<file path="src/logic/led_driver_pkg.sv">
`default_nettype none

package led_driver_pkg;

    ////////////////////////////////////////////////////////////
    // Chain geometry
    ////////////////////////////////////////////////////////////

    // Parallel sin lines, all sharing sclk, lat and gclk
    localparam int unsigned N_CHAINS         = 4;
    localparam int unsigned PIXELS_PER_CHAIN = 3;
    localparam int unsigned WORD_BITS        = 48;

    localparam int unsigned PIX_IDX_W =
        (PIXELS_PER_CHAIN > 1) ? $clog2(PIXELS_PER_CHAIN) : 1;
    localparam int unsigned BIT_CNT_W = $clog2(WORD_BITS + 1);

    ////////////////////////////////////////////////////////////
    // Latch command lengths, in sclk rising edges
    ////////////////////////////////////////////////////////////

    localparam int unsigned LAT_LEN_W = 3;

    localparam logic [LAT_LEN_W-1:0] LAT_WRTGS = 3'd1;
    localparam logic [LAT_LEN_W-1:0] LAT_LATGS = 3'd3;
    localparam logic [LAT_LEN_W-1:0] LAT_WRTFC = 3'd5;

    // Grayscale clock
    localparam int unsigned BLANK_CYCLES = 72;
    localparam int unsigned GCLK_DIV     = 2;
    localparam int unsigned BLANK_CNT_W  = $clog2(BLANK_CYCLES + 1);
    localparam int unsigned GCLK_CNT_W   = $clog2(GCLK_DIV + 1);

    ////////////////////////////////////////////////////////////
    // Driver word layouts
    ////////////////////////////////////////////////////////////

    // Function configuration, MSB first on the wire
    typedef struct packed {
        logic [2:0] bc_red;
        logic [2:0] bc_green;
        logic [2:0] bc_blue;
        logic [8:0] cc_red;
        logic [8:0] cc_green;
        logic [8:0] cc_blue;
        logic [1:0] lodvth;
        logic       espwm;
        logic [8:0] reserved;
    } conf_fields_t;

    typedef struct packed {
        logic [15:0] red;
        logic [15:0] green;
        logic [15:0] blue;
    } gs_pixel_t;

    // Same 48 bits, meaning set by the latch length
    typedef union packed {
        conf_fields_t conf;
        gs_pixel_t    gs;
    } driver_word_u;

    // Sequencer to shifter
    typedef struct packed {
        logic                 start;
        logic [LAT_LEN_W-1:0] lat_len;
    } shift_cmd_t;

    // Board pins
    typedef struct packed {
        logic                sclk;
        logic                lat;
        logic                gclk;
        logic [N_CHAINS-1:0] sin;
    } driver_pins_t;

endpackage

`default_nettype wire

</file>
<file path="src/logic/driver_sequencer.sv">
`default_nettype none
`timescale 1ns/10ps

module driver_sequencer
    import led_driver_pkg::*;
(
    input  logic                 clock_33,
    input  logic                 nrst,
    input  logic                 conf_load,
    input  logic                 frame_start,
    input  logic                 word_done,
    output logic                 load_conf,
    output logic                 fetch,
    output logic [PIX_IDX_W-1:0] pixel_index,
    output logic                 use_conf,
    output shift_cmd_t           cmd,
    output logic                 blank_start,
    output logic                 busy,
    output logic                 frame_done
);

    typedef enum logic [2:0] {
        s_idle,
        s_conf_shift,
        s_fetch,
        s_fetch_wait,
        s_pix_shift,
        s_finish
    } seq_state_t;

    seq_state_t           state;
    logic [PIX_IDX_W-1:0] pix_idx;
    logic                 accept;
    logic                 last_pix;

    // Finish is the frame_done cycle and already takes strobes
    assign accept   = (state == s_idle) || (state == s_finish);
    assign last_pix = (pix_idx == PIX_IDX_W'(PIXELS_PER_CHAIN - 1));

    ////////////////////////////////////////////////////////////
    // State register and shift commands
    ////////////////////////////////////////////////////////////

    always_ff @(posedge clock_33 or negedge nrst) begin
        if (!nrst) begin
            state   <= s_idle;
            pix_idx <= '0;
            cmd     <= '0;
        end else begin
            // Start is a single-cycle pulse
            cmd.start <= 1'b0;

            case (state)
                s_idle, s_finish: begin
                    if (conf_load) begin
                        state       <= s_conf_shift;
                        cmd.start   <= 1'b1;
                        cmd.lat_len <= LAT_WRTFC;
                    end else if (frame_start) begin
                        state   <= s_fetch;
                        pix_idx <= '0;
                    end else begin
                        state <= s_idle;
                    end
                end

                s_conf_shift: begin
                    if (word_done)
                        state <= s_idle;
                end

                // One cycle of fetch, pixel arrives on the next one
                s_fetch: begin
                    state <= s_fetch_wait;
                end

                s_fetch_wait: begin
                    state       <= s_pix_shift;
                    cmd.start   <= 1'b1;
                    cmd.lat_len <= last_pix ? LAT_LATGS : LAT_WRTGS;
                end

                s_pix_shift: begin
                    if (word_done) begin
                        if (last_pix) begin
                            state <= s_finish;
                        end else begin
                            pix_idx <= pix_idx + PIX_IDX_W'(1);
                            state   <= s_fetch;
                        end
                    end
                end

                default: begin
                    state <= s_idle;
                end
            endcase
        end
    end

    ////////////////////////////////////////////////////////////
    // Decoded outputs
    ////////////////////////////////////////////////////////////

    // Capture conf_word in the strobe cycle itself
    assign load_conf   = accept && conf_load;
    assign fetch       = (state == s_fetch);
    assign pixel_index = pix_idx;
    assign use_conf    = (state == s_conf_shift);

    // Frame latch done, blank the grayscale clock
    assign frame_done  = (state == s_finish);
    assign blank_start = frame_done;
    assign busy        = !accept;

endmodule

`default_nettype wire

</file>
<file path="src/logic/word_loader.sv">
`default_nettype none
`timescale 1ns/10ps

module word_loader
    import led_driver_pkg::*;
(
    input  logic                        clock_33,
    input  logic                        nrst,
    input  logic                        load_conf,
    input  conf_fields_t                conf_word,
    input  logic                        fetch,
    input  logic                        use_conf,
    input  gs_pixel_t    [N_CHAINS-1:0] pixel_data,
    output driver_word_u [N_CHAINS-1:0] words
);

    conf_fields_t              conf_q;
    gs_pixel_t    [N_CHAINS-1:0] pix_q;
    logic                      fetch_q;

    ////////////////////////////////////////////////////////////
    // Configuration register and fetch delay
    ////////////////////////////////////////////////////////////

    always_ff @(posedge clock_33 or negedge nrst) begin
        if (!nrst) begin
            conf_q  <= '0;
            fetch_q <= 1'b0;
        end else begin
            fetch_q <= fetch;
            if (load_conf)
                conf_q <= conf_word;
        end
    end

    // Source answers one cycle after the fetch strobe
    always_ff @(posedge clock_33) begin
        if (fetch_q)
            pix_q <= pixel_data;
    end

    ////////////////////////////////////////////////////////////
    // Word select per chain
    ////////////////////////////////////////////////////////////

    // Same config goes to every driver in the chain set
    always_comb begin
        for (int c = 0; c < N_CHAINS; c++) begin
            if (use_conf)
                words[c].conf = conf_q;
            else
                words[c].gs = pix_q[c];
        end
    end

endmodule

`default_nettype wire

</file>
<file path="src/logic/word_shifter.sv">
`default_nettype none
`timescale 1ns/10ps

module word_shifter
    import led_driver_pkg::*;
(
    input  logic                        clock_33,
    input  logic                        nrst,
    input  shift_cmd_t                  cmd,
    input  driver_word_u [N_CHAINS-1:0] words,
    output logic                        sclk,
    output logic                        lat,
    output logic         [N_CHAINS-1:0] sin,
    output logic                        word_done
);

    logic [N_CHAINS-1:0][WORD_BITS-1:0] sreg;
    logic [BIT_CNT_W-1:0]               bits_left;
    logic [BIT_CNT_W-1:0]               bits_next;
    logic [LAT_LEN_W-1:0]               lat_len_q;
    logic                               active;

    assign bits_next = bits_left - BIT_CNT_W'(1);

    ////////////////////////////////////////////////////////////
    // Shift engine, one bit per two clock_33 cycles
    ////////////////////////////////////////////////////////////

    always_ff @(posedge clock_33 or negedge nrst) begin
        if (!nrst) begin
            active    <= 1'b0;
            sclk      <= 1'b0;
            lat       <= 1'b0;
            word_done <= 1'b0;
            bits_left <= '0;
            lat_len_q <= '0;
            sreg      <= '0;
        end else begin
            word_done <= 1'b0;

            if (!active) begin
                if (cmd.start) begin
                    active    <= 1'b1;
                    bits_left <= BIT_CNT_W'(WORD_BITS);
                    lat_len_q <= cmd.lat_len;
                    for (int c = 0; c < N_CHAINS; c++)
                        sreg[c] <= words[c];
                end
            end else if (!sclk) begin
                // sin has been stable for a full low phase
                sclk <= 1'b1;
            end else begin
                sclk      <= 1'b0;
                bits_left <= bits_next;
                for (int c = 0; c < N_CHAINS; c++)
                    sreg[c] <= {sreg[c][WORD_BITS-2:0], 1'b0};

                if (bits_left == BIT_CNT_W'(1)) begin
                    active    <= 1'b0;
                    lat       <= 1'b0;
                    word_done <= 1'b1;
                end else if (bits_next <= BIT_CNT_W'(lat_len_q)) begin
                    // Raise lat in the low phase ahead of its first edge
                    lat <= 1'b1;
                end
            end
        end
    end

    // MSB of each register drives its line
    always_comb begin
        for (int c = 0; c < N_CHAINS; c++)
            sin[c] = sreg[c][WORD_BITS-1];
    end

endmodule

`default_nettype wire

</file>
<file path="src/logic/gclk_generator.sv">
`default_nettype none
`timescale 1ns/10ps

module gclk_generator
    import led_driver_pkg::*;
(
    input  logic clock_33,
    input  logic nrst,
    input  logic blank_start,
    output logic gclk
);

    logic [BLANK_CNT_W-1:0] blank_cnt;
    logic [GCLK_CNT_W-1:0]  div_cnt;

    ////////////////////////////////////////////////////////////
    // Divider with blanking hold
    ////////////////////////////////////////////////////////////

    // Blank count leaves room for the divider low phase,
    // so gclk stays low BLANK_CYCLES cycles in total
    always_ff @(posedge clock_33 or negedge nrst) begin
        if (!nrst) begin
            gclk      <= 1'b0;
            blank_cnt <= '0;
            div_cnt   <= '0;
        end else if (blank_start) begin
            gclk      <= 1'b0;
            div_cnt   <= '0;
            blank_cnt <= BLANK_CNT_W'(BLANK_CYCLES - GCLK_DIV);
        end else if (blank_cnt != '0) begin
            blank_cnt <= blank_cnt - BLANK_CNT_W'(1);
        end else if (div_cnt == GCLK_CNT_W'(GCLK_DIV - 1)) begin
            div_cnt <= '0;
            gclk    <= ~gclk;
        end else begin
            div_cnt <= div_cnt + GCLK_CNT_W'(1);
        end
    end

endmodule

`default_nettype wire

</file>
<file path="src/logic/led_driver_top.sv">
`default_nettype none
`timescale 1ns/10ps

module led_driver_top
    import led_driver_pkg::*;
(
    input  logic                        clock_33,
    input  logic                        nrst,
    input  logic                        conf_load,
    input  conf_fields_t                conf_word,
    input  logic                        frame_start,
    input  gs_pixel_t    [N_CHAINS-1:0] pixel_data,
    output logic                        pixel_fetch,
    output logic         [PIX_IDX_W-1:0] pixel_index,
    output logic                        busy,
    output logic                        frame_done,
    output driver_pins_t                pins
);

    logic                        load_conf;
    logic                        use_conf;
    logic                        word_done;
    logic                        blank_start;
    shift_cmd_t                  cmd;
    driver_word_u [N_CHAINS-1:0] words;
    logic                        sclk;
    logic                        lat;
    logic                        gclk;
    logic         [N_CHAINS-1:0] sin;

    ////////////////////////////////////////////////////////////
    // Control and datapath
    ////////////////////////////////////////////////////////////

    driver_sequencer i_driver_sequencer (
        .clock_33    (clock_33),
        .nrst        (nrst),
        .conf_load   (conf_load),
        .frame_start (frame_start),
        .word_done   (word_done),
        .load_conf   (load_conf),
        .fetch       (pixel_fetch),
        .pixel_index (pixel_index),
        .use_conf    (use_conf),
        .cmd         (cmd),
        .blank_start (blank_start),
        .busy        (busy),
        .frame_done  (frame_done)
    );

    word_loader i_word_loader (
        .clock_33   (clock_33),
        .nrst       (nrst),
        .load_conf  (load_conf),
        .conf_word  (conf_word),
        .fetch      (pixel_fetch),
        .use_conf   (use_conf),
        .pixel_data (pixel_data),
        .words      (words)
    );

    word_shifter i_word_shifter (
        .clock_33  (clock_33),
        .nrst      (nrst),
        .cmd       (cmd),
        .words     (words),
        .sclk      (sclk),
        .lat       (lat),
        .sin       (sin),
        .word_done (word_done)
    );

    gclk_generator i_gclk_generator (
        .clock_33    (clock_33),
        .nrst        (nrst),
        .blank_start (blank_start),
        .gclk        (gclk)
    );

    // Pin bundle
    assign pins.sclk = sclk;
    assign pins.lat  = lat;
    assign pins.gclk = gclk;
    assign pins.sin  = sin;

endmodule

`default_nettype wire

</file>
<file path="config.mk">
export PLATFORM = sky130hd
export DESIGN_NAME = led_driver_top
export DESIGN_NICKNAME = d
export VERILOG_FILES = /design/src/logic/led_driver_pkg.sv /design/src/logic/driver_sequencer.sv /design/src/logic/word_loader.sv /design/src/logic/word_shifter.sv /design/src/logic/gclk_generator.sv /design/src/logic/led_driver_top.sv
export SDC_FILE = /design/constraint.sdc
export NUM_CORES = 1
export LEC_CHECK = 0
export BUFFER_PORTS_ARGS = -buffer_cell sky130_fd_sc_hd__buf_2
export CAP_MARGIN = 25
export CORE_UTILIZATION = 55
export CTS_CLUSTER_DIAMETER = 150
export CTS_CLUSTER_SIZE = 30
export DETAILED_ROUTE_END_ITERATION = 7
export PLACE_DENSITY = 0.84
export SLEW_MARGIN = 10
export SYNTH_ARGS = -nofsm -noshare
export SYNTH_HDL_FRONTEND = slang
export SYNTH_SLANG_ARGS = --single-unit
</file>
<file path="constraint.sdc">
create_clock -name clock_33 -period 8.73 [get_ports clock_33]
set_input_delay 1.3095 -clock clock_33 [delete_from_list [all_inputs] [get_ports clock_33]]
set_output_delay 1.3095 -clock clock_33 [all_outputs]
set_load 0.01 [all_outputs]
</file>
# Yosys cells after proc, flatten, opt, wreduce, memory -nomap -nowiden
# Index checks and enable logic that the tools add are counted.
dict set report totals {
  reg_bits 465
  inputBits 244
  out_inout_bits 12
  word_cells 123
}
dict set report op_classes {
  add_sub_neg 4
  magnitude_cmp 1
  n_eq_ne 16
  muxes 42
  n_bitwise 2
  reduce_logical 19
}
# op n
set ops {}
lappend ops {{two-way mux 192 bit} 3}
lappend ops {{two-way mux 48 bit} 4}
lappend ops {{two-way mux 2 bit} 9}
lappend ops {{two-way mux 6 bit} 3}
lappend ops {{one-hot mux 3 bit (5 select lines)} 1}
lappend ops {{two-way mux 7 bit} 2}
lappend ops {{two-way mux 1 bit} 13}
lappend ops {{two-way mux 3 bit} 4}
lappend ops {{nonzero test 2 bit} 6}
lappend ops {{inequality test 2 bit, second input constant} 5}
lappend ops {{AND reduction 2 bit} 5}
lappend ops {{one-hot mux 4 bit (2 select lines)} 1}
lappend ops {{nonzero test 7 bit} 1}
lappend ops {{subtractor 7 x 1 -> 7 bit, second input constant} 1}
lappend ops {{equality test 3 x 2 -> 1 bit, second input constant} 2}
lappend ops {{equality test 3 bit, second input constant} 2}
lappend ops {{equality test 6 x 1 -> 1 bit, second input constant} 1}
lappend ops {{less-or-equal comparator 6 x 3 -> 1 bit} 1}
lappend ops {{inequality test 2 x 1 -> 1 bit, second input constant} 3}
lappend ops {{subtractor 6 x 1 -> 6 bit, second input constant} 1}
lappend ops {{AND reduction 5 bit} 1}
lappend ops {{adder 2 x 1 -> 2 bit, second input constant} 2}
lappend ops {{two-way mux 4 bit} 1}
lappend ops {{one-hot mux 2 bit (2 select lines)} 1}
lappend ops {{10 further kinds} 11}

# Logic depth before layout (Yosys ltp)
dict set report depth {
  depth_word 4
  ltp_mapped 8
  mapped_depth_nobuf 8
}

# Hierarchy
# Synthesis repeated with hierarchy kept, for this count alone.
dict set report hier_totals {
  hier_cells 1533
  hier_area_um2 20569.7
}
# module instances cells_each area_per_inst_um2 seq_area_each_um2
set by_module_without_submodules {}
lappend by_module_without_submodules {word_loader 1 507 9964.6 6991.7}
lappend by_module_without_submodules {word_shifter 1 907 9492.9 5129.9}
lappend by_module_without_submodules {driver_sequencer 1 61 565.5 225.2}
lappend by_module_without_submodules {gclk_generator 1 55 524.3 250.2}
lappend by_module_without_submodules {led_driver_top 1 3 22.5 0.0}

# Worst setup path after synthesis
# OpenSTA, ideal clock, no wires.
dict set report synth_path {
  path_type {reg-to-reg}
  startpoint {reg i_word_loader.fetch_q}
  endpoint {reg i_word_loader.pix_q[0] (netlist bit), enable pin}
  setup_ns 0.553
  t_arrival_ns 4.184
  required_time_ns 8.177
  slack_ns 3.993
  stages_incl_launch_ff 1
  n_path_buf 0
  period_less_slack_ns 4.737
  path_cell_list {dfrtp_1}
}
# item line
set synth_lines {}
lappend synth_lines {{start, declared} word_loader.sv:19} ;# logic fetch_q;
lappend synth_lines {{start signal, assigned} word_loader.sv:30} ;# fetch_q <= fetch;
lappend synth_lines {{end signal, assigned} word_loader.sv:39} ;# pix_q <= pixel_data;
lappend synth_lines {{end, declared} word_loader.sv:18} ;# gs_pixel_t [N_CHAINS-1:0] pix_q;
# No word-level cell between the ends.

# Worst setup path in the final report
dict set report layout_path {
  startpoint {reg i_word_shifter.active}
  endpoint {reg i_word_shifter.sreg[84] (netlist bit)}
}
dict set report layout_between {
  elab_chain_len 2
  word_cells_on_any_way 4
  classes_between {eq/ne: 1; mux: 1; reduce/logical: 2}
}
# item line
set layout_lines {}
lappend layout_lines {{start, declared} word_shifter.sv:21} ;# logic active;
lappend layout_lines {{start signal, assigned} word_shifter.sv:31} ;# active <= 1'b0;
lappend layout_lines {{start signal, assigned} word_shifter.sv:43} ;# active <= 1'b1;
lappend layout_lines {{start signal, assigned} word_shifter.sv:59} ;# active <= 1'b0;
lappend layout_lines {{inequality test 2 x 1 -> 1 bit (no line) / nonzero test 2 bit (equally long branches)} --}
lappend layout_lines {{AND reduction 2 bit (no line)} --}
lappend layout_lines {{end signal, assigned by index} word_shifter.sv:47} ;# sreg[c] <= words[c];
lappend layout_lines {{end signal, assigned by index} word_shifter.sv:56} ;# sreg[c] <= {sreg[c][WORD_BITS-2:0], 1'b0};
lappend layout_lines {{end, declared} word_shifter.sv:17} ;# logic [N_CHAINS-1:0][WORD_BITS-1:0] sreg;
# Several ways; a longest one is shown, not always the timed one.
# A chain may end at the register's enable or synchronous reset.

==> impl_summary.txt <==
----------------------------------------------------
[Timing]
  Unrepaired setup endpoints after global routing ... no
  Slew Limit Fails ... 0
  Count of endpoints failing setup in the final report ... 0
  Slew at the pin closest to its max-slew limit ... 1020 ps
  Clk_skew ... 27.9 ps
  Post-Route Setup TNS ... 0 ps
  Maximum clock frequency ... 252 MHz
  Max-slew headroom at the worst pin ... 31.9%
  Fin crit period ... between 3000 and 4000 ps
  Final worst-path cycle share ... 45.4%
  Final hold viol count ... 0

[Floorplanning]
  Number of rows created at floorplan ... 67
  Y dimension of the die ... 186 µm
  Core area ... 0.0334 mm²
  Total I/O pin count ... 256
  Starting density of the core ... about 56%
  Overall die area ... 0.0346 mm²
  Die outline width ... about 190 µm

[CTS]
  TritonCTS clock tree ... done
  Insertion delay to the later sink of the worst-skew pair ... 540 ps
  Hold buffers post-CTS ... 0
  Register clock-pin slew on the reported worst setup and hold paths ... 110 ps
  CTS H-Tree Depth ... 1
  Number of buffers inserted by post-CTS setup repair ... 0
  Buffer levels on the longest clock path ... 3
  Post-CTS sizing ... 0
  Number of sinks driven by the clock tree ... ~470
  Clock tree root driver cell ... sky130_fd_sc_hd__clkbuf_16
  Number of CTS-inserted buffers ... 19

[Logic synthesis]
  Net count after synthesis ... 1841
  Total standard cell area after synthesis ... 0.0186 mm²
  Register area share after synthesis ... 67.6%
  Async set-reset flop share out of synthesis ... 58.7%
  Distinct cell type count after synthesis ... 55
  Flops & latches, synth ... 465
  Number of standard cells after synthesis ... about 1600
  Mean instance size in the synthesized netlist ... 11.7 µm²
  Primary flip-flop cell chosen by synthesis mapping ... sky130_fd_sc_hd__dfrtp_1
  Synth warn ... 0
  Number of enable flip-flop cells after synthesis ... ~190
  Yosys top cell area share ... a little under two fifths
  Main area contributors after synthesis ... sky130_fd_sc_hd__dfrtp_1 (37%), sky130_fd_sc_hd__edfxtp_1 (31%), sky130_fd_sc_hd__a21oi_1 (10%), sky130_fd_sc_hd__o21ai_1 (4.6%), sky130_fd_sc_hd__nand2_1 (4.1%)
  Cell accounting for the most synthesized area ... sky130_fd_sc_hd__dfrtp_1

[GRT]
  Initial antenna violation count ... 4
  Number of global-route vias before repair ... 12600
  Largest net degree at the start of global routing ... 155
  All-layer global routing usage ... between 20% and 30%
  GRT overflow ... 0
  First-pass GRT wire length ... 65100 µm

[Critical path]
  Crit. Startpoint ... i_word_shifter.active$_DFF_PN0_
  Critical path startpoint category ... flop
  CP endpoint kind ... flop
  Maximum fanout encountered on the critical timing path ... approximately 90
  Required time reported for the critical path endpoint ... ~9200 ps
  FF-to-FF path depth ... 8
  Startpoint of the most critical register-to-register path ... i_word_shifter.active$_DFF_PN0_
  Arrival time at the worst endpoint ... 4420 ps
  Type of the worst setup path ... reg -> reg

[Hold path]
  Tightest Hold Check Type ... reg -> reg
  Worst Hold Depth ... 2
  Critical hold path startpoint ... i_driver_sequencer.cmd[0]$_DFFE_PN0P_

[Layout]
  Leading cell type in the layout, fill and taps excluded ... sky130_fd_sc_hd__a21oi_1
  Area added between synthesis and finish ... 11.0%
  Proportion of layout cells with a drive suffix above 1 ... 17.7%
  Final layout net count ... 2017
  Finished Layout Cells ... 2228
  Commonest cells after routing, fill and taps aside ... sky130_fd_sc_hd__a21oi_1 (389), sky130_fd_sc_hd__dfrtp_1 (271), sky130_fd_sc_hd__buf_2 (254), sky130_fd_sc_hd__nand2_1 (205), sky130_fd_sc_hd__edfxtp_1 (192)

[Placed design]
  GPL Wtd Cong ... approximately 0.81
  Number of buffer cells added on primary ports ... between 200 and 300
  Detail Placement HPWL ... ~27000 µm
  Instance count after placement with tap cells included ... 2189

[Routing]
  Average vias per placed instance ... 5.78
  Total length of routed wires ... approximately 40000 µm
  Antenna Violating Nets Remaining ... 0
  Violation count after the first detailed-routing iteration ... 1058
  Vias ... around 13000
  DR pass1 iterations ... 6
  DRC Markers ... 0
  Drt wl/cell ... 18.4 µm

[Power and ir drop]
  Total power density per cell area ... ~300 mW/mm²
  Worst supply voltage drop on vdd ... around 230 µV
  Pleak ... 8.53 nW

[Run status]
  Result of the run ... finished, final reports clean

[Job]
  Max-cap violations ... 0

----------------------------------------------------
[per-stage QoR]
stage	worst slack [ps]	area (µm²)	util, %	hold WS (ps)	power, W
4_1_cts	4870	20600	61.5	491	0.00632
2_1_floorplan	3990	18600	-	431	0.00482
3_3_place_gp	4830	20000	59.8	445	0.00513
6_report	4760	20700	61.8	487	0.00634
5_1_grt	4550	20700	61.8	516	0.00674
3_5_place_dp	4850	20000	59.9	462	0.00527
[worst max-delay path: stages (launching register included)]
cell	delay, ps
sky130_fd_sc_hd__dfrtp_2	590
sky130_fd_sc_hd__buf_4	360
sky130_fd_sc_hd__and2_4	470
sky130_fd_sc_hd__nor2_4	630
sky130_fd_sc_hd__buf_4	580
sky130_fd_sc_hd__buf_4	570
sky130_fd_sc_hd__buf_16	330
sky130_fd_sc_hd__nand2_1	110
sky130_fd_sc_hd__o21ai_0	90
[cell type report]
cell class              instances  area [µm²]
inverters                      14        52.6
multi-input cells             994        5400
repair buffers                271        1500
clock buffers                  32         524
flip-flops and latches        465       12600
fillers                      2569       12800
well taps                     448         561
diodes                          3        7.51
clock inverters                 1        16.3
[cells by family after synthesis]
logic type | synth area share (%)
compound gates | 18.8
xor+xnor | 0.470
fa+ha+maj | 0.538
buf+inv | 3.53
flops | 67.6
mux | 2.96
simple gates | 6.03
[routing by layer]
metal  track usage, %  up-vias  share of wire, %
met5                0        -             0.032
met3             3.29       75               6.3
met2             38.9      525                48
met1             33.8     6259                43
li1                 -     6013                 -
met4             6.79        2               2.9
[synthesized netlist by cell type, drive strengths merged (2+ instances only)]
master and count:
a21o 47, a21oi 389, a31oi 2, and2 3, buf 64, clkbuf 52
dfrtp 273, edfxtp 192, ha 8, inv 13, mux2 48, nand2 205
nand2b 5, nand3 3, nor2 22, nor2b 6, nor3 3, nor4b 2
o211ai 4, o21a 2, o21ai 210, or2 4, xnor2 4, xor2 6
[worst paths after layout]
check	to	slack, ps
worst max-delay path	i_word_shifter.sreg[84]$_DFFE_PN0P_	4760
worst min-delay path	i_word_shifter.lat_len_q[0]$_DFFE_PN0P_	490
worst max register to register	i_word_shifter.sreg[84]$_DFFE_PN0P_	4760
worst min register to register	i_word_shifter.lat_len_q[0]$_DFFE_PN0P_	490
max in group asynchronous	i_word_loader.conf_q[14]$_DFFE_PN0P_	6620
min in group asynchronous	i_word_shifter.sreg[134]$_DFFE_PN0P_	770
[power by group]
group	switching [W]	internal, W
logic	0.00127	0.000630
clock network	0.000636	0.000423
registers	0.000394	0.00299
[state kept, by name, summed over array words and instances (netlist names), 2 cells and up]
name and cells:
i_word_loader.conf_q 48, i_word_shifter.sreg 188, i_driver_sequencer.cmd 4, i_driver_sequencer.state 3
i_word_shifter.lat_len_q 3, i_word_shifter.bits_left 6, i_gclk_generator.blank_cnt 7, i_gclk_generator.div_cnt 2
i_driver_sequencer.pixel_index 2, i_word_loader.pix_q 192, i_word_shifter.sin 4
(Power assumes the default switching activity.)
